--- src/bundle_fetch.sv ---
// bundle fetch stage
// holds the bundle address, steps it on accepted bundles, jumps to the vector on commit
module bundle_fetch #(
	parameter int ADDR_W = 32,
	parameter logic [ADDR_W-1:0] RESET_ADDR = '0,
	parameter logic [ADDR_W-1:0] VECTOR_ADDR = '0
) (
	input  logic              clk,
	input  logic              rst,
	input  logic              accept_i,
	input  logic              freeze_i,
	input  logic              int_commit_i,
	output logic [ADDR_W-1:0] fetch_addr_o
);

	logic [ADDR_W-1:0] addr_q;

	// ========================================================================
	// address register
	// ========================================================================
	// commit wins over a step
	// a frozen accept is the injected interrupt bundle, the address stays
	// so the interrupted bundle is fetched again on return
	always_ff @(posedge clk) begin
		if (rst) begin
			addr_q <= RESET_ADDR;
		end else if (int_commit_i) begin
			addr_q <= VECTOR_ADDR;
		end else if (accept_i && !freeze_i) begin
			// one address per bundle
			addr_q <= addr_q + 1'b1;
		end
	end

	// cache sees the address straight from the register
	assign fetch_addr_o = addr_q;

endmodule

--- config.mk ---
export PLATFORM = sky130hd
export DESIGN_NAME = bundle_fetch
export DESIGN_NICKNAME = d
export VERILOG_FILES = /design/src/bundle_fetch.sv
export SDC_FILE = /design/constraint.sdc
export NUM_CORES = 1
export LEC_CHECK = 0
export BUFFER_PORTS_ARGS = -buffer_cell sky130_fd_sc_hd__clkbuf_2
export CORE_MARGIN = 5
export CORE_UTILIZATION = 45
export DETAILED_ROUTE_END_ITERATION = 16
export PLACE_DENSITY = 0.69
export SLEW_MARGIN = 20
export SYNTH_ARGS = -nofsm -noshare
export SYNTH_HDL_FRONTEND = slang
export SYNTH_SLANG_ARGS = --single-unit
--- constraint.sdc ---
create_clock -name clk -period 3.6 [get_ports clk]
set_clock_uncertainty 0.1 [all_clocks]
set_input_delay 0.18 -clock clk [delete_from_list [all_inputs] [get_ports clk]]
set_output_delay 0.18 -clock clk [all_outputs]
set_load 0.03 [all_outputs]
==> flow_summary.yaml <==
power_and_ir_drop:
  ir_drop_uv: 159
  swShare_pct: 21.1
  p_switching_mw: 0.121
  p_int_mw: 0.455
  powerDensity_mw_per_mm2: 326
  sequentialPowerShare_pct: 61.6
  comb_power_share_pct: 2.3
  p_clk_share_pct: 36.1
  p_leak_nw: 0.612
route:
  wl_per_cell_microns: 13.0
  drcViolationCount: 0
  totalWireLength_microns: 3340
  vias_per_cell: 5.66
  drt_pass1_iterations: 4
  drt-initial-drc-count: 103
  vias: 1454
  ant_nets: 0
finish:
  nFillCells: 326
  diodes: 0
  final_util_pct: 53.4
  final_cells: 257
  largest_reg_flops: 32
  fin_nets: 216
  syn_to_final_growth_pct: 16.4
  fin_area_sq_mm: 0.00177
  drive_above_1_share_pct: 21.3
worst_setup_path:
  setup.worst_path.start_class: "register"
  crit_arrival_ns: 2.58
  cpPeakStageDelay_ns: 0.73
  critPathCaptureType: "register"
  crit_required_ns: 3.74
  worst-path-buf-inv: 0
  crit_path_top_delay_cell: "or4_1"
  worstSetupPathType: "reg2reg"
  cp_cell_sequence: "and4_1 > nand4_1 > or4_1 > a21oi_1"
  critPathTopFamily: "simple AND/OR/NAND/NOR gates"
  path_max_fanout: 20
yosys:
  syn_area_sq_mm: 0.00152
  synthArstFlopShare_pct: 0
  synth_top_area_share_pct: 42.2
  ys_seq_area_share_pct: 42.2
  ys_ff_latch: 32
  synth_most_common_cell: "dfxtp_1"
  synth.avg_cell_area_sq_um: 8.57
  synthTopCellsByArea: "dfxtp_1 42%, or4_1 7.9%, a21oi_1 6.9%"
  synth_cells: 177
  syn-num-nets: 183
  synth_top_cells_by_count: "32 x dfxtp_1, 21 x a21oi_1, 16 x or4_1"
  netlist-cell-type-count: 29
  synth_edf_count: 0
  synth_top_cell_by_area: "dfxtp_1"
  synthFlopType: "dfxtp_1"
  yosys_warnings: 0
die:
  die_w_microns: 68.1
  ios: 37
  core_area_sq_mm: 0.00331
  die_h_microns: 68.1
  row_count: 21
  start_util_pct: 45.8
  die_area_sq_mm: 0.00463
grt:
  grt_pass1_vias: 1301
  grtUsageTotal_pct: 15.3
  grt_max_degree: 33
  grt_pass1_wl_microns: 5490
  overflow: 0
  antenna_found_initial: 0
cts:
  cts_tree: "built"
  ctsHoldBuffers: 0
  cts.clk_slew.worst_paths_ns: 0.10
  clock-sinks: 32
  cts_inserted_buffers: 5
  cts_resized: 0
  root_buffer: "clkbuf_4"
  cts_max_level: 2
  cts_setup_buffers: 0
  clock_latency_ns: 0.32
  clockBufferDepth: 2
sta:
  rsz0062_at_grt: "false"
  drv_slew: 0
  hold_viol: 0
  tightest_slew_ns: 0.755
  tns_ns: 0
  max_clock_freq_mhz: 411
  min_period_over_period_pct: 67.6
  slew_headroom_pct: 49.5
  finalSetupViolations: 0
  min_period_ns: 2.43
placed_design:
  post-dp-hpwl_microns: 2300
  place_area_sq_mm: 0.00171
  place_inst: 249
  place_congestion: 0.772
  portBuffers: 36
worst_hold_path:
  hold_path_class: "in2reg"
job:
  cap_viol_max_count: 0
run_status:
  status: "completed"
==> cells by family (layout without fill, tap and decap cells) <==
logic type	count (synthesis)	after routing	share of synthesized area, %
simple gates	76	76	30.0
compound gates	42	42	16.2
flops	32	32	42.2
buf+inv	15	49	4.37
xor+xnor	10	10	5.77
fa+ha+maj	1	1	0.824
mux	1	1	0.660
==> per-stage QoR <==
step	worst slack (ns)	hold slack (ns)	total power [mW]
after floorplan	1.43	0.342	0.372
after global placement	1.25	0.370	0.376
after detailed placement	1.17	0.388	0.376
after CTS	1.16	0.172	0.583
after global routing	0.960	0.204	0.599
final	1.17	0.182	0.576
==> layout by cell type, fill, tap and decap left out, types with 5 or more instances in the layout <==
cell type  synthesis  layout
or4_1             16      16
nand4_1            6       6
nand3_1            8       8
a21oi_1           21      21
clkbuf_4           0       5
inv_1              5       5
xor2_1             6       6
dfxtp_1           32      32
nand2_1           12      12
or3_1              7       7
o31ai_1           14      14
clkbuf_2           0      36
nor2_1            11      11
==> metal layers <==
layer,part of all wire [%],up-vias,track usage [%]
li1,-,734,-
met1,48,685,19.1
met2,47,33,25.0
met3,3.8,2,3.78
met4,0.69,0,5.96
met5,0,-,0
==> power by group through the flow <==
| stage | sequential (mW) | combinational (mW) | clock, mW |
|---|---|---|---|
| floorplan | 0.364 | 0.00793 | 0 |
| global placement | 0.363 | 0.0124 | 0 |
| detailed placement | 0.363 | 0.0130 | 0 |
| CTS | 0.355 | 0.0131 | 0.215 |
| global route | 0.355 | 0.0144 | 0.229 |
| finish | 0.355 | 0.0132 | 0.208 |
==> tightest hold or removal path, cell delays in order <==
cell and delay, ns:
clkbuf_2 0.11, nor2b_1 0.08, xnor2_1 0.14, nor2_1 0.04
==> layout make-up <==
| type | instances | area, sq um | share of cell area (%) |
|---|---|---|---|
| Multi-Input combinational cell | 130 | 811 | 45.9 |
| Sequential cell | 32 | 641 | 36.3 |
| Timing Repair Buffer | 36 | 180 | 10.2 |
| Clock buffer | 8 | 58.8 | 3.33 |
| Tap cell | 46 | 57.6 | 3.26 |
| Inverter | 5 | 18.8 | 1.06 |
==> worst paths after layout <==
path | start | to | slack (ns) | cells after the start
max | fetch_addr_o[4]$_SDFFE_PP0P_ | fetch_addr_o[29]$_SDFFE_PP0P_ | 1.17 | 4
min | freeze_i | fetch_addr_o[0]$_SDFFE_PP0P_ | 0.18 | 4
max reg2reg | fetch_addr_o[4]$_SDFFE_PP0P_ | fetch_addr_o[29]$_SDFFE_PP0P_ | 1.17 | 4
min reg2reg | fetch_addr_o[31]$_SDFFE_PP0P_ | fetch_addr_o[31]$_SDFFE_PP0P_ | 0.40 | 2
(Power assumes the default switching activity.)
