File: config.mk
export PLATFORM = sky130hd
export DESIGN_NAME = decode_buffer
export DESIGN_NICKNAME = d
export VERILOG_FILES = /design/src/bundle_pkg.sv /design/src/decode_buffer.sv
export SDC_FILE = /design/constraint.sdc
export NUM_CORES = 1
export LEC_CHECK = 0
export BUFFER_PORTS_ARGS = -buffer_cell sky130_fd_sc_hd__buf_2
export CORE_AREA = 2 2 163 165
export DETAILED_ROUTE_END_ITERATION = 10
export DIE_AREA = 0 0 165 167
export GPL_TIMING_DRIVEN = 0
export SYNTH_ARGS = -nofsm -noshare
export SYNTH_HDL_FRONTEND = slang
export SYNTH_SLANG_ARGS = --single-unit
File: constraint.sdc
create_clock -name clk -period 5.65 [get_ports clk]
set_clock_uncertainty 0.05 [all_clocks]
set_input_delay 0.2825 -clock clk [delete_from_list [all_inputs] [get_ports clk]]
set_output_delay 0.2825 -clock clk [all_outputs]
set_load 0.03 [all_outputs]
File: src/bundle_pkg.sv
// bundle front end shared definitions
// instruction and bundle formats, opcode and cause encodings, NOP and break helpers
package bundle_pkg;

	// slots per bundle and code buffer depth (rs1 is 6 bits wide)
	localparam int NSLOTS = 3;
	localparam int CB_DEPTH = 64;

	// ========================================================================
	// encodings
	// ========================================================================
	typedef enum logic [5:0] {
		OP_NOP   = 6'h3d,
		OP_ALU   = 6'h04,
		OP_BRK   = 6'h00,
		OP_BMISC = 6'h01
	} opcode_e;

	typedef enum logic [4:0] {
		F_NONE = 5'd0,
		F_INT  = 5'd1,
		F_PFI  = 5'd2,
		F_EXEC = 5'd3
	} funct5_e;

	// fault causes, hardware interrupts carry cause_i as is
	typedef enum logic [7:0] {
		CAUSE_NONE = 8'h00,
		FLT_TLB    = 8'h04,
		FLT_EXF    = 8'h05,
		FLT_IBE    = 8'h06
	} cause_e;

	// fault code returned by the instruction cache
	typedef enum logic [1:0] {
		FAULT_NONE = 2'd0,
		FAULT_TLB  = 2'd1,
		FAULT_EXF  = 2'd2,
		FAULT_IBE  = 2'd3
	} fault_e;

	// ========================================================================
	// formats
	// ========================================================================
	// 41-bit instruction, opcode in the top bits
	typedef struct packed {
		logic [5:0]  opcode;
		logic [4:0]  funct5;
		logic [5:0]  rs1;
		logic [7:0]  cause;
		logic [3:0]  irq;
		logic [11:0] imm;
	} insn_t;

	// 128-bit bundle, pending has one bit per slot
	typedef struct packed {
		logic [1:0] pad;
		logic [2:0] pending;
		insn_t      slot2;
		insn_t      slot1;
		insn_t      slot0;
	} bundle_t;

	localparam insn_t NOP_INSN = '{opcode: OP_NOP, default: '0};

	// break-interrupt instruction for a cause and irq level
	function automatic insn_t make_int_insn(input logic [7:0] cause, input logic [3:0] irq);
		insn_t insn;
		insn = '0;
		insn.opcode = OP_BRK;
		insn.funct5 = F_INT;
		insn.cause = cause;
		insn.irq = irq;
		return insn;
	endfunction

endpackage

File: src/decode_buffer.sv
// predecode stage and bundle register
// injects interrupts and faults, converts PFI, substitutes EXEC targets
module decode_buffer (
	input  logic                                        clk,
	input  logic                                        rst,
	input  logic [3:0]                                  irq_i,
	input  logic [3:0]                                  im_i,
	input  logic [7:0]                                  cause_i,
	input  logic                                        int_commit_i,
	input  bundle_pkg::fault_e                          ic_fault_i,
	input  bundle_pkg::bundle_t                         ic_out_i,
	input  logic                                        phit_i,
	input  logic                                        next_bundle_i,
	input  logic [bundle_pkg::NSLOTS-1:0]               queued_on_i,
	input  bundle_pkg::insn_t [bundle_pkg::NSLOTS-1:0] cb_rdata_i,
	output logic [bundle_pkg::NSLOTS-1:0][5:0]          cb_raddr_o,
	output logic                                        freeze_o,
	output bundle_pkg::bundle_t                         bundle_o
);

	bundle_pkg::insn_t [bundle_pkg::NSLOTS-1:0] raw;
	bundle_pkg::insn_t [bundle_pkg::NSLOTS-1:0] pre;
	bundle_pkg::insn_t int_insn;
	bundle_pkg::cause_e fault_cause;
	logic kill;
	bundle_pkg::bundle_t bundle_q;

	function automatic logic is_pfi(input bundle_pkg::insn_t insn);
		return bundle_pkg::opcode_e'(insn.opcode) == bundle_pkg::OP_BRK &&
			bundle_pkg::funct5_e'(insn.funct5) == bundle_pkg::F_PFI;
	endfunction

	function automatic logic is_exec(input bundle_pkg::insn_t insn);
		return bundle_pkg::opcode_e'(insn.opcode) == bundle_pkg::OP_BMISC &&
			bundle_pkg::funct5_e'(insn.funct5) == bundle_pkg::F_EXEC;
	endfunction

	// slot 0 sits in the low bits
	assign raw = {ic_out_i.slot2, ic_out_i.slot1, ic_out_i.slot0};

	// each slot looks up its own rs1, used only if the slot is an EXEC
	always_comb begin
		for (int i = 0; i < bundle_pkg::NSLOTS; i++) begin
			cb_raddr_o[i] = raw[i].rs1;
		end
	end

	// hold the fetch address while an interrupt waits to be taken
	// released in the commit cycle so fetch can load the vector
	assign freeze_o = (irq_i > im_i) && !int_commit_i;

	assign int_insn = bundle_pkg::make_int_insn(cause_i, irq_i);

	// ========================================================================
	// fault decode
	// ========================================================================
	always_comb begin
		case (ic_fault_i)
			bundle_pkg::FAULT_TLB: fault_cause = bundle_pkg::FLT_TLB;
			bundle_pkg::FAULT_EXF: fault_cause = bundle_pkg::FLT_EXF;
			bundle_pkg::FAULT_IBE: fault_cause = bundle_pkg::FLT_IBE;
			// an all-zero bundle means nothing came back from the bus
			default: fault_cause = (ic_out_i == '0) ? bundle_pkg::FLT_IBE : bundle_pkg::CAUSE_NONE;
		endcase
	end

	// ========================================================================
	// predecode
	// ========================================================================
	always_comb begin
		pre = raw;
		kill = 1'b0;
		if (freeze_o) begin
			// whole bundle becomes the interrupt
			pre = {bundle_pkg::NSLOTS{int_insn}};
		end else if (fault_cause != bundle_pkg::CAUSE_NONE) begin
			pre = {bundle_pkg::NSLOTS{bundle_pkg::make_int_insn(fault_cause, 4'h0)}};
		end else begin
			for (int i = 0; i < bundle_pkg::NSLOTS; i++) begin
				if (kill) begin
					// slots behind a taken PFI never run
					pre[i] = bundle_pkg::NOP_INSN;
				end else if (is_pfi(raw[i])) begin
					if (irq_i == 4'h0) begin
						pre[i] = bundle_pkg::NOP_INSN;
					end else begin
						pre[i] = int_insn;
						kill = 1'b1;
					end
				end else if (is_exec(raw[i])) begin
					pre[i] = cb_rdata_i[i];
				end
			end
		end
	end

	// ========================================================================
	// bundle register
	// ========================================================================
	always_ff @(posedge clk) begin
		if (rst) begin
			bundle_q.pad <= '0;
			bundle_q.pending <= '0;
			bundle_q.slot2 <= bundle_pkg::NOP_INSN;
			bundle_q.slot1 <= bundle_pkg::NOP_INSN;
			bundle_q.slot0 <= bundle_pkg::NOP_INSN;
		end else if (phit_i && next_bundle_i) begin
			// new bundle, every slot waits to issue
			bundle_q.pad <= '0;
			bundle_q.pending <= '1;
			bundle_q.slot2 <= pre[2];
			bundle_q.slot1 <= pre[1];
			bundle_q.slot0 <= pre[0];
		end else begin
			// retire issued or flushed slots
			bundle_q.pending <= bundle_q.pending & ~queued_on_i;
		end
	end

	assign bundle_o = bundle_q;

endmodule

==> impl_metrics.ini <==
[synthesis]
netlist_area_sq_um = 6720
ys_ff_latch = 126
syn_inst = 834
ys_async_sr_fraction_pct = 0
synth_area_per_cell_sq_um = 8.06
synth_enable_flop_cells = 0
seq_area_frac_synth_pct = 37.5
synth_cell_types = 54
synth_flop_cell = dfxtp_1
yosysWarnings = 0

[sta]
setup_viol = 0
worstMarginPinSlew_ns = 1.15
slew_violations = 0
slew_headroom_pct = 22.4
fmax_mhz = 329
setup_tns_ns = 0
finalHoldViolations = 0
period_share_pct = 53.8
fin_crit_ns = 3.04
rsz0062_at_grt = false

[cells_and_area]
regArea_sq_um = 2520
multi_input_area_sq_um = 3710
fin_util_pct = 38.2
syn2layout_area_growth_pct = 46.6
nNetsFinal = 1553
largest_register_ff_count = 126
drive_above_1_share_pct = 38.9
nFillCells = 2771

[routing]
wl_per_cell_microns = 22.5
vias = 8302
drtIter0Drc = 686
ant_nets = 0
drc = 0
drt-pass1-iter-count = 5
via_per_inst = 5.12
routed_wl_mm = 36.4

[floorplanning]
initial_utilization_pct = 26.1
row_count = 59
die_w_microns = 165
die_h_microns = 167
die-area_sq_um = 27600
core_area_sq_um = 25800
pin_count = 424

[grt]
grt_usage_pct = 25.5
grt_max_degree = 17
grt-ovfl-total = 0
grt_pass1_wl_mm = 51.0
antenna_found_initial = 3
grt_pass1_vias = 7839

[clock_network]
cts_tree = done
clk_path_buf_depth = 2
cts.sinks = 126
cts_hold_buf = 0
path_clk_slew_ns = 0.07
cts_setup_buffers = 0
cts_made_buffers = 17
clkLatencyLatePin_ns = 0.42
cts-root-buf = clkbuf_16
htree_levels = 4
post_cts_resized = 0

[placed_design]
dp_hpwl_mm = 30.1
gp_congestion = 0.970
port_buffers = 418

[outcome]
status = complete, no violations

[worst_setup_path]
worstSetupEndpointType = register
cp_data_required_time_ns = 5.88
critical_path_class = in -> reg
cp_max_fo = 10
arrival_ns = 3.27
critPathLaunchType = primary input

[pwr]
total_leakage_power_nw = 4.32
powerDensity_nw_per_um2 = 257
ir_worst_vdd_v = 0.000145

[run]
drv_cap = 0

[min_path]
min_path_type = in -> reg
==> cell usage after synthesis, types with 16 or more instances <==
| cell type | instances | area (sq um) |
|---|---|---|
| nor2_1 | 40 | 150 |
| mux2i_1 | 79 | 791 |
| nand2_1 | 118 | 443 |
| a211oi_1 | 18 | 135 |
| a31oi_1 | 29 | 181 |
| a21oi_1 | 72 | 360 |
| nand3_1 | 17 | 85.1 |
| nand4_1 | 32 | 200 |
| buf_4 | 25 | 188 |
| dfxtp_1 | 126 | 2520 |
| clkbuf_1 | 40 | 150 |
| buf_2 | 16 | 80.1 |
| o21ai_0 | 82 | 410 |
| nor4_1 | 30 | 188 |
==> routing by layer <==
metal / global-route usage (%) / part of all wire (%)
met2: 41.9 / 47
met5: 0 / 0.049
met1: 32.5 / 41
met4: 9.15 / 3.2
met3: 5.85 / 8.3
==> final timing paths <==
check                           slack (ns)           start            end  depth (start not counted)
worst max register to register        4.83    bundle_o[55]   bundle_o[55]                          2
worst max-delay path                  2.61    ic_out_i[31]   bundle_o[70]                          8
worst min-delay path                  0.07  queued_on_i[0]  bundle_o[123]                          3
worst min register to register        0.40    bundle_o[52]   bundle_o[52]                          2
==> through the flow <==
step	setup WS (ns)	power [mW]	area, sq um	hold WS, ns	cells
floorplan	3.15	1.16	6720	0.372	835
global placement	2.03	1.38	9230	0.381	1588
detailed placement	2.00	1.38	9230	0.387	1588
CTS	2.44	2.56	9850	0.0476	1620
global route	2.32	2.63	9850	0.0746	1620
finish	2.61	2.54	9850	0.0660	1622
==> report_power, final <==
group	internal [mW]	switching [mW]
logic	0.158	0.272
clock network	0.704	0.466
registers	0.919	0.0169
==> final cells by class <==
type                    count  area share (%)
clock inverters            14            1.87
inverters                   9           0.343
flip-flops and latches    126            25.6
repair buffers            418            21.2
well taps                 335            4.25
plain buffers              86            4.58
clock buffers              18            4.36
multi-input cells         614            37.7
diodes                      2          0.0508
==> placed cells by master, fill, tap and decap left out, types with 3 or more instances in the layout <==
master / count
clkbuf_1: 41
a21oi_1: 72
o22ai_1: 3
a22oi_1: 8
or4_1: 4
a211oi_1: 18
o21ai_1: 3
nor3_1: 3
ha_1: 4
nand4_1: 32
bufinv_16: 3
nand2_1: 118
dfxtp_1: 126
a31oi_1: 29
mux2i_1: 79
nor2_1: 40
buf_4: 25
nand3_1: 17
buf_1: 3
clkbuf_16: 17
o31ai_1: 10
nand2b_1: 5
a32oi_1: 4
clkinv_4: 6
inv_1: 9
o21ai_0: 82
and2_1: 10
a21o_1: 6
buf_2: 434
nor4_4: 3
nor4_1: 30
==> cell families after synthesis <==
| family | Yosys count | synth area share, % |
|---|---|---|
| AO/OA/AOI/OAI | 250 | 21.8 |
| adder cells (fa/ha/maj) | 4 | 0.745 |
| buffers and inverters | 95 | 7.23 |
| flip-flops | 126 | 37.5 |
| multiplexers | 79 | 11.8 |
| other | 1 | 0.0558 |
| AND/OR/NAND/NOR | 279 | 20.9 |
==> critical path, cell delays in order <==
cell      delay [ns]
clkbuf_1        0.29
nor4_1          0.63
nand4_1         0.28
nor4_1          0.41
nand4_1         0.34
nand4b_1        0.43
clkbuf_1        0.43
o21ai_0         0.17
No activity file was read; power rests on OpenSTA's default activity.
