[src/bundle_pkg.sv]
// bundle front end shared definitions
// instruction and bundle formats, opcode and cause encodings, NOP and break helpers
package bundle_pkg;

	// slots per bundle and code buffer depth (rs1 is 6 bits wide)
	localparam int NSLOTS = 3;
	localparam int CB_DEPTH = 64;

	// ========================================================================
	// encodings
	// ========================================================================
	typedef enum logic [5:0] {
		OP_NOP   = 6'h3d,
		OP_ALU   = 6'h04,
		OP_BRK   = 6'h00,
		OP_BMISC = 6'h01
	} opcode_e;

	typedef enum logic [4:0] {
		F_NONE = 5'd0,
		F_INT  = 5'd1,
		F_PFI  = 5'd2,
		F_EXEC = 5'd3
	} funct5_e;

	// fault causes, hardware interrupts carry cause_i as is
	typedef enum logic [7:0] {
		CAUSE_NONE = 8'h00,
		FLT_TLB    = 8'h04,
		FLT_EXF    = 8'h05,
		FLT_IBE    = 8'h06
	} cause_e;

	// fault code returned by the instruction cache
	typedef enum logic [1:0] {
		FAULT_NONE = 2'd0,
		FAULT_TLB  = 2'd1,
		FAULT_EXF  = 2'd2,
		FAULT_IBE  = 2'd3
	} fault_e;

	// ========================================================================
	// formats
	// ========================================================================
	// 41-bit instruction, opcode in the top bits
	typedef struct packed {
		logic [5:0]  opcode;
		logic [4:0]  funct5;
		logic [5:0]  rs1;
		logic [7:0]  cause;
		logic [3:0]  irq;
		logic [11:0] imm;
	} insn_t;

	// 128-bit bundle, pending has one bit per slot
	typedef struct packed {
		logic [1:0] pad;
		logic [2:0] pending;
		insn_t      slot2;
		insn_t      slot1;
		insn_t      slot0;
	} bundle_t;

	localparam insn_t NOP_INSN = '{opcode: OP_NOP, default: '0};

	// break-interrupt instruction for a cause and irq level
	function automatic insn_t make_int_insn(input logic [7:0] cause, input logic [3:0] irq);
		insn_t insn;
		insn = '0;
		insn.opcode = OP_BRK;
		insn.funct5 = F_INT;
		insn.cause = cause;
		insn.irq = irq;
		return insn;
	endfunction

endpackage

[src/slot_issue.sv]
// slot issue stage
// issues the lowest pending slot per cycle, commits break interrupts
module slot_issue (
	input  logic                          clk,
	input  logic                          rst,
	input  bundle_pkg::bundle_t           bundle_i,
	output logic [bundle_pkg::NSLOTS-1:0] queued_on_o,
	output logic                          next_bundle_o,
	output logic                          int_commit_o,
	output logic                          issue_valid_o,
	output logic [1:0]                    issue_slot_o,
	output bundle_pkg::insn_t             issue_insn_o
);

	bundle_pkg::insn_t [bundle_pkg::NSLOTS-1:0] slots;
	logic [bundle_pkg::NSLOTS-1:0] pending;
	logic [bundle_pkg::NSLOTS-1:0] sel_onehot;
	logic [bundle_pkg::NSLOTS-1:0] rest;
	logic [1:0] sel;
	logic is_int;

	assign slots = {bundle_i.slot2, bundle_i.slot1, bundle_i.slot0};
	assign pending = bundle_i.pending;

	// ========================================================================
	// priority select
	// ========================================================================
	// walk down so the lowest set bit wins
	always_comb begin
		sel = '0;
		for (int i = bundle_pkg::NSLOTS - 1; i >= 0; i--) begin
			if (pending[i]) begin
				sel = 2'(i);
			end
		end
	end

	// isolate lowest set bit
	assign sel_onehot = pending & (~pending + 3'd1);
	assign rest = pending & ~sel_onehot;

	assign issue_valid_o = |pending;
	assign issue_slot_o = sel;
	assign issue_insn_o = slots[sel];

	// break-interrupt, covers irq, PFI and fault breaks alike
	assign is_int = issue_valid_o &&
		bundle_pkg::opcode_e'(issue_insn_o.opcode) == bundle_pkg::OP_BRK &&
		bundle_pkg::funct5_e'(issue_insn_o.funct5) == bundle_pkg::F_INT;

	// ========================================================================
	// commit and flush
	// ========================================================================
	// the flush empties the bundle, so the commit lasts a single cycle
	assign int_commit_o = is_int;

	// a break throws away the rest of its bundle
	assign queued_on_o = is_int ? '1 : sel_onehot;

	// last slot going out, or nothing left
	// a committing break holds off one cycle so the old address is not accepted
	assign next_bundle_o = ~|rest && !is_int;

endmodule

[config.mk]
export PLATFORM = sky130hd
export DESIGN_NAME = slot_issue
export DESIGN_NICKNAME = d
export VERILOG_FILES = /design/src/bundle_pkg.sv /design/src/slot_issue.sv
export SDC_FILE = /design/constraint.sdc
export NUM_CORES = 1
export LEC_CHECK = 0
export ABC_AREA = 0
export BUFFER_PORTS_ARGS = -buffer_cell sky130_fd_sc_hd__buf_2
export CAP_MARGIN = 20
export CORE_AREA = 2 2 69 71
export DETAILED_ROUTE_END_ITERATION = 8
export DIE_AREA = 0 0 71 73
export GPL_ROUTABILITY_DRIVEN = 0
export PLACE_DENSITY = 0.71
export SLEW_MARGIN = 20
export SYNTH_ARGS = -nofsm -noshare
export SYNTH_HDL_FRONTEND = slang
export SYNTH_SLANG_ARGS = --single-unit
[constraint.sdc]
create_clock -name vclk -period 2.85
set_input_delay 0.285 -clock vclk [all_inputs]
set_output_delay 0.285 -clock vclk [all_outputs]
set_load 0.05 [all_outputs]
==> results.py, run 1 <==
metrics = {
    "status": {
        "status": "finished clean",
    },
    "layout": {
        "fill_cells": 472,
        "regArea_sq_um": 0,
        "clkbuf_count": 0,
        "final_common_cell": "buf_2",
        "area_delta_synth_final_pct": 99.4,
        "drive_gt1_frac": 0.614,
        "diodes": 0,
        "nFlopsAndLatches": 0,
        "nets": 456,
        "multi_input_area_sq_um": 1030,
        "final_cell_mix": "173 x buf_2, 33 x nand2_1, 32 x o21ai_0",
    },
    "pwr": {
        "vdd_drop_max_uv": 104,
        "p_seq_frac": 0,
        "p_sw_frac": 0.669,
        "power.leakage_nw": 1.19,
        "intPower_mw": 0.167,
        "clock_power_share": 0,
        "combPwrFrac": 1.000,
        "power_per_cell_area_nw_per_um2": 248,
        "p_switching_mw": 0.338,
    },
    "route": {
        "wl_per_cell_um": 11.6,
        "drc": 0,
        "drt_iter0_drc": 86,
        "num_vias": 1821,
        "wirelength_um": 4380,
        "ant_nets": 0,
        "viasPerCell": 4.82,
        "first_pass_iters": 4,
    },
    "sta": {
        "fmax_mhz": 361,
        "hold-worst-slack_ps": 970,
        "final.min_clock_period_ps": 2770,
        "setup_viol": 0,
        "max_slew_margin": 0.605,
        "rsz0062_at_grt": "false",
        "fin_crit_sh": 0.971,
        "slew_viol_final": 0,
        "finalHoldViolations": 0,
        "worst_pin_slew_ps": 593,
        "setup_tns_ps": 0,
    },
    "synthesis": {
        "synth_cell_types": 29,
        "yosysSeqAreaShare": 0,
        "syn_avg_cell_area_sq_um": 6.47,
        "yosys_warnings": 0,
        "yosysTopAreaCell": "mux2i_1",
        "synthTopCellsByArea": "mux2i_1 29%, o21ai_0 16%, nand2_1 12%",
        "synth_nets": 288,
        "synth_top_area_share": 0.294,
        "synth_cells": 158,
        "syn_area_sq_um": 1020,
    },
    "min_path": {
        "min_path_type": "in -> out",
    },
    "setup_path": {
        "cp-start-kind": "input port",
        "crit_path_cell_trace": "buf_2 -> or2b_2 -> o221a_4 -> or4_4 -> o41ai_2 -> buf_4",
        "path_buf_inv": 2,
        "critPathMaxStageDelay_ps": 580,
        "cp_max_fo": 16,
        "cpLargestDelayFamily": "simple AND/OR/NAND/NOR gates",
        "crit_slowest_cell": "or4_4",
        "end_kind": "primary output",
        "cp_data_arrival_time_ps": 2480,
        "crit_required_ps": 2570,
        "crit_type": "in -> out",
    },
    "die": {
        "fp.dieH_um": 73,
        "rows": 25,
        "io_pins": 179,
        "core_area_sq_um": 4540,
        "die_area_sq_um": 5180,
        "die-width_um": 71,
        "initial_core_util": 0.225,
    },
    "placement": {
        "hpwl_um": 3710,
        "io_buffers": 175,
    },
    "global_routing": {
        "grtUsageTotal": 0.151,
        "grt_max_degree": 33,
        "grt_pass1_vias": 1557,
        "antenna_found_initial": 0,
        "grt_pass1_wl_um": 6760,
        "grt-ovfl-total": 0,
    },
    "job": {
        "cap_violations": 0,
    },
    "clock_tree": {
        "post-cts-setup-buffers": 0,
    },
}
-- worst min-delay path, delay by kind of cell --
kind / cells / cell delay (ps)
AOI/OAI and AO/OA: 1 / 60
buffers and inverters: 2 / 300
and+or+nand+nor: 1 / 40
-- cell usage after synthesis --
cell      instances
o21ai_0          32
buf_6             1
buf_2             1
or3_1             1
mux2i_1          30
o221a_2           6
or4b_1            6
buf_1             2
and3b_1           1
clkbuf_1         11
or2b_1            1
or3b_2            2
nor2b_1           1
or4b_2            1
o41ai_1           3
nand2_1          33
o221ai_1          1
nor4_1            1
nor2_1            4
nand2b_1          2
inv_1             5
a21oi_1           3
o21a_1            1
or4_4             2
nor3b_1           2
o31ai_1           1
o22ai_1           2
o41a_1            1
o21ba_2           1
-- power groups by stage --
stage                     clock (mW)  combinational, mW  sequential [mW]
after CTS                          0              0.507                0
after global routing               0              0.538                0
after detailed placement           0              0.506                0
after floorplan                    0              0.348                0
after global placement             0              0.500                0
final                              0              0.506                0
-- kinds of logic after synthesis --
logic type | Yosys count | synth area share
multiplexers | 30 | 0.294
buffers and inverters | 20 | 0.0820
AND/OR/NAND/NOR | 57 | 0.305
AO/OA/AOI/OAI | 51 | 0.319
-- routing by layer --
| metal | GRT usage | vias up | share of wire |
|---|---|---|---|
| met3 | 0.0152 | 2 | 0.091 |
| met1 | 0.181 | 791 | 0.39 |
| met2 | 0.303 | 105 | 0.52 |
| li1 | - | 923 | - |
| met5 | 0 | - | 0 |
| met4 | 0.00419 | 0 | 0.0037 |
-- area by class of cell --
cell class / count / share of cell area
tap: 54 / 0.0331
inverter: 5 / 0.00921
multi-input combinational: 138 / 0.503
timing repair buffer: 181 / 0.454
-- final timing paths --
check                     start               end  slack, ps  depth (start not counted)
hold / removal    bundle_i[100]  issue_insn_o[18]        970                          4
setup / recovery  bundle_i[124]    queued_on_o[2]         80                          6
-- per-stage QoR --
step	instance area, sq um	instances	power (mW)	setup slack, ps	utilization
global route	2040	378	0.538	3.48	0.449
detailed placement	2030	378	0.506	45.3	0.448
floorplan	1110	158	0.348	-150	-
global placement	2030	378	0.500	71.3	0.448
finish	2040	378	0.506	82.9	0.449
CTS	2030	378	0.507	43.6	0.448
-- timing repair --
item                       in CTS  in global routing
setup endpoints to repair       0                  2
resized for setup               0                  3
hold buffers                    0                  0
Note: power is estimated with default switching activity, not from simulation.
==> run 2, diff against run 1 <==
==> constraint.sdc (replaced) <==
create_clock -name vclk -period 2.85
set_input_delay 0.285 -clock vclk [all_inputs]
set_output_delay 0.285 -clock vclk [all_outputs]
set_load 0.02 [all_outputs]
==> run 2 against run 1 <==
Utilization shrank 2.1 points. Final area shrank 4.6%. Critical path depth is 1 higher. Hold slack lost 79 ps. Wire length up 3.3%. Sequential share of layout area did not move. Fmax grew 4.6%. Non-clock buffer count fell by 1. Die area unchanged. Largest cell class unchanged.
==> results.py, run 2 (same netlist as run 1, synthesis figures left out) <==
metrics = {
    "route": {
        "num_vias": 1817,
        "ant_nets": 0,
        "drc": 0,
        "drt_iter0_drc": 42,
        "wirelength_um": 4520,
        "viasPerCell": 4.82,
        "first_pass_iters": 4,
        "wl_per_cell_um": 12.0,
    },
    "layout": {
        "final_cell_mix": "175 x buf_2, 33 x nand2_1, 32 x o21ai_0",
        "drive_gt1_frac": 0.601,
        "multi_input_area_sq_um": 945,
        "area_delta_synth_final_pct": 90.2,
        "nFlopsAndLatches": 0,
        "diodes": 0,
        "regArea_sq_um": 0,
        "final_common_cell": "buf_2",
        "nets": 455,
        "fill_cells": 483,
        "clkbuf_count": 0,
    },
    "pwr": {
        "intPower_mw": 0.158,
        "p_seq_frac": 0,
        "power_per_cell_area_nw_per_um2": 181,
        "clock_power_share": 0,
        "p_sw_frac": 0.549,
        "combPwrFrac": 1.000,
        "power.leakage_nw": 1.15,
        "vdd_drop_max_uv": 67.3,
        "p_switching_mw": 0.193,
    },
    "setup_path": {
        "cp_data_arrival_time_ps": 2360,
        "crit_path_cell_trace": "buf_2 -> or2b_2 -> buf_4 -> o221ai_1 -> or4_4 -> o41ai_1 -> buf_2",
        "end_kind": "primary output",
        "crit_type": "in -> out",
        "cpLargestDelayFamily": "simple AND/OR/NAND/NOR gates",
        "cpMostUsedCell": "buf_2",
        "path_buf_inv": 3,
        "cp-start-kind": "input port",
        "cp_max_fo": 17,
        "critPathMaxStageDelay_ps": 540,
        "crit_slowest_cell": "or4_4",
        "crit_required_ps": 2570,
    },
    "die": {
        "core_area_sq_um": 4540,
        "rows": 25,
        "die-width_um": 71,
        "io_pins": 179,
        "die_area_sq_um": 5180,
        "initial_core_util": 0.225,
        "fp.dieH_um": 73,
    },
    "placement": {
        "hpwl_um": 3800,
        "io_buffers": 175,
    },
    "global_routing": {
        "grt-ovfl-total": 0,
        "grt_pass1_wl_um": 6540,
        "grt_max_degree": 45,
        "grt_pass1_vias": 1522,
        "grtUsageTotal": 0.148,
        "antenna_found_initial": 0,
    },
    "sta": {
        "fin_crit_sh": 0.928,
        "setup_tns_ps": 0,
        "rsz0062_at_grt": "false",
        "hold-worst-slack_ps": 891,
        "fmax_mhz": 378,
        "final.min_clock_period_ps": 2640,
        "finalHoldViolations": 0,
        "slew_viol_final": 0,
        "setup_viol": 0,
        "max_slew_margin": 0.730,
        "worst_pin_slew_ps": 405,
    },
    "clock_tree": {
        "cts_hold_buffers": 0,
        "post-cts-setup-buffers": 0,
        "cts_resized": 0,
    },
    "min_path": {
        "min_path_type": "in -> out",
    },
    "job": {
        "cap_violations": 0,
    },
    "status": {
        "status": "finished clean",
    },
}
[run 2: worst paths after layout]
path     startpoint               end  depth (start not counted)
min    bundle_i[97]  issue_insn_o[15]                          4
max   bundle_i[123]    queued_on_o[0]                          7
[run 2: power groups by stage]
stage | clock network, mW | registers [mW] | logic (mW)
finish | 0 | 0 | 0.351
global route | 0 | 0 | 0.380
global placement | 0 | 0 | 0.347
CTS | 0 | 0 | 0.354
detailed placement | 0 | 0 | 0.353
floorplan | 0 | 0 | 0.194
[run 2: cell type report]
class,instances,share of cell area
inverters,5,0.00965
well taps,54,0.0347
repair buffers,180,0.470
multi-input cells,138,0.486
[run 2: stage by stage]
step | std cells | instance area [sq um] | power [mW] | worst slack (ps) | util
finish | 377 | 1940 | 0.351 | 205 | 0.429
floorplan | 158 | 1020 | 0.194 | 88.9 | -
global placement | 377 | 1940 | 0.347 | 221 | 0.429
global route | 377 | 1940 | 0.380 | 87.4 | 0.429
CTS | 377 | 1940 | 0.354 | 209 | 0.429
detailed placement | 377 | 1940 | 0.353 | 210 | 0.429
[run 2: metal layers]
metal / vias up / wire (um) / track usage
met5: - / 0 / 0
met4: 0 / 11 / 0.0168
met3: 2 / 444 / 0.0318
met2: 95 / 2490 / 0.319
met1: 800 / 1580 / 0.146
li1: 920 / - / -
==> run 3, diff against run 2 <==
--- a/config.mk
+++ b/config.mk
@@ -13,6 +13,7 @@
 export DIE_AREA = 0 0 71 73
 export GPL_ROUTABILITY_DRIVEN = 0
 export PLACE_DENSITY = 0.71
+export SETUP_SLACK_MARGIN = 0.3
 export SLEW_MARGIN = 20
 export SYNTH_ARGS = -nofsm -noshare
 export SYNTH_HDL_FRONTEND = slang
==> run 3 against run 2 <==
Via count down 1.2%. Die area did not move. Clock-buffer cell count unchanged. Power is 1.8% higher. Final area increased by 2.2%. Global-route usage grew 0.12 points. Flip-flop and latch count did not move. Final cell count stayed put. Hold slack is essentially flat.
==> results.py, run 3 (same netlist as run 1, synthesis figures left out) <==
metrics = {
    "status": {
        "status": "finished clean",
    },
    "layout": {
        "final_cell_mix": "171 x buf_2, 33 x nand2_1, 32 x o21ai_0",
        "area_delta_synth_final_pct": 94.4,
        "nFlopsAndLatches": 0,
        "final_common_cell": "buf_2",
        "instances_no_fill": 377,
        "drive_gt1_frac": 0.610,
        "diodes": 0,
        "clkbuf_count": 0,
        "nets": 455,
        "regArea_sq_um": 0,
    },
    "setup_path": {
        "cp-start-kind": "input port",
        "critPathMaxStageDelay_ps": 580,
        "crit_required_ps": 2570,
        "cp_max_fo": 17,
        "path_buf_inv": 2,
        "crit_path_cell_trace": "buf_6 -> or4b_1 -> o221a_2 -> or4_4 -> o41a_1 -> buf_4",
        "cp_data_arrival_time_ps": 2260,
        "crit_type": "in -> out",
        "end_kind": "primary output",
        "crit_slowest_cell": "or4_4",
        "cpLargestDelayFamily": "simple AND/OR/NAND/NOR gates",
    },
    "global_routing": {
        "grtUsageTotal": 0.149,
        "antenna_found_initial": 0,
        "grt_max_degree": 45,
        "grt_pass1_wl_um": 6600,
        "grt_pass1_vias": 1525,
        "grt-ovfl-total": 0,
    },
    "sta": {
        "rsz0062_at_grt": "true",
        "setup_viol": 0,
        "worst_pin_slew_ps": 549,
        "finalHoldViolations": 0,
        "fmax_mhz": 393,
        "max_slew_margin": 0.634,
        "worst_slack_ps": 306,
        "final.min_clock_period_ps": 2540,
        "slew_viol_final": 0,
        "setup_tns_ps": 0,
        "fin_crit_sh": 0.892,
    },
    "route": {
        "drt_iter0_drc": 33,
        "wl_per_cell_um": 12.0,
        "num_vias": 1796,
        "first_pass_iters": 3,
        "viasPerCell": 4.76,
        "wirelength_um": 4530,
        "drc": 0,
        "ant_nets": 0,
    },
    "die": {
        "fp.dieH_um": 73,
        "initial_core_util": 0.225,
        "io_pins": 179,
        "rows": 25,
        "die_area_sq_um": 5180,
        "core_area_sq_um": 4540,
        "die-width_um": 71,
    },
    "placement": {
        "place_inst": 377,
        "hpwl_um": 3800,
        "io_buffers": 175,
        "pre_cts_ws_ps": 210,
    },
    "min_path": {
        "hold_start": "bundle_i[108]",
        "hold_path_depth": 4,
        "whs_endpoint": "issue_insn_o[26]",
        "min_path_type": "in -> out",
    },
    "pwr": {
        "power_per_cell_area_nw_per_um2": 180,
        "vdd_drop_max_uv": 66.9,
        "power.leakage_nw": 1.17,
    },
    "job": {
        "cap_violations": 0,
    },
}
==> run 3: cell counts in the layout (fill, tap and decap cells not counted) <==
No cell type changed its count.
==> run 3: final cells by class <==
class,instances,area (sq um)
inverters,5,18.8
well taps,54,67.6
fillers,478,2550
multi-input cells,138,970
repair buffers,180,931
==> run 3: what timing repair did <==
action                                  4_1_cts  5_1_grt
buffers inserted                              0        0
endpoints found under the setup margin        4        5
hold buffers                                  0        0
gates resized for setup                       7        3
cloned                                        0        0
pin swaps                                     3        1
hold endpoints to repair                      0        0
==> run 3: through the flow <==
step                area (sq um)  power, mW  hold slack [ps]  utilization
floorplan                   1020      0.194              782            -
global placement            1940      0.347              883        0.429
detailed placement          1940      0.353              889        0.429
CTS                         1970      0.359              891        0.435
global route                1990      0.386              907        0.438
finish                      1990      0.358              891        0.438
==> run 3: worst min-delay path: cells and delay by family <==
| kind | cells | cell delay (ps) |
|---|---|---|
| AO/OA/AOI/OAI | 1 | 50 |
| buffers and inverters | 2 | 230 |
| AND/OR/NAND/NOR | 1 | 30 |
==> run 3: power breakdown <==
group / switching (mW) / total [mW] / leakage (nW) / internal, mW
clock: 0 / 0 / 0 / 0
combinational: 0.195 / 0.358 / 1.17 / 0.163
sequential: 0 / 0 / 0 / 0
total: 0.195 / 0.358 / 1.17 / 0.163
==> run 3: metal layers <==
metal	up-vias	wire length, um	track usage
met3	4	442	0.0262
met1	771	1570	0.152
met2	101	2490	0.319
met4	0	24	0.0168
met5	-	0	0
li1	920	-	-
==> run 3: how the worst max path moves through the flow <==
stage | from | to | slack (ps) | depth (start not counted)
floorplan | bundle_i[124] | queued_on_o[0] | 90 | 5
global placement | bundle_i[123] | queued_on_o[0] | 220 | 6
detailed placement | bundle_i[123] | queued_on_o[0] | 210 | 6
CTS | bundle_i[123] | next_bundle_o | 320 | 6
global route | bundle_i[124] | next_bundle_o | 280 | 6
finish | bundle_i[123] | next_bundle_o | 310 | 6
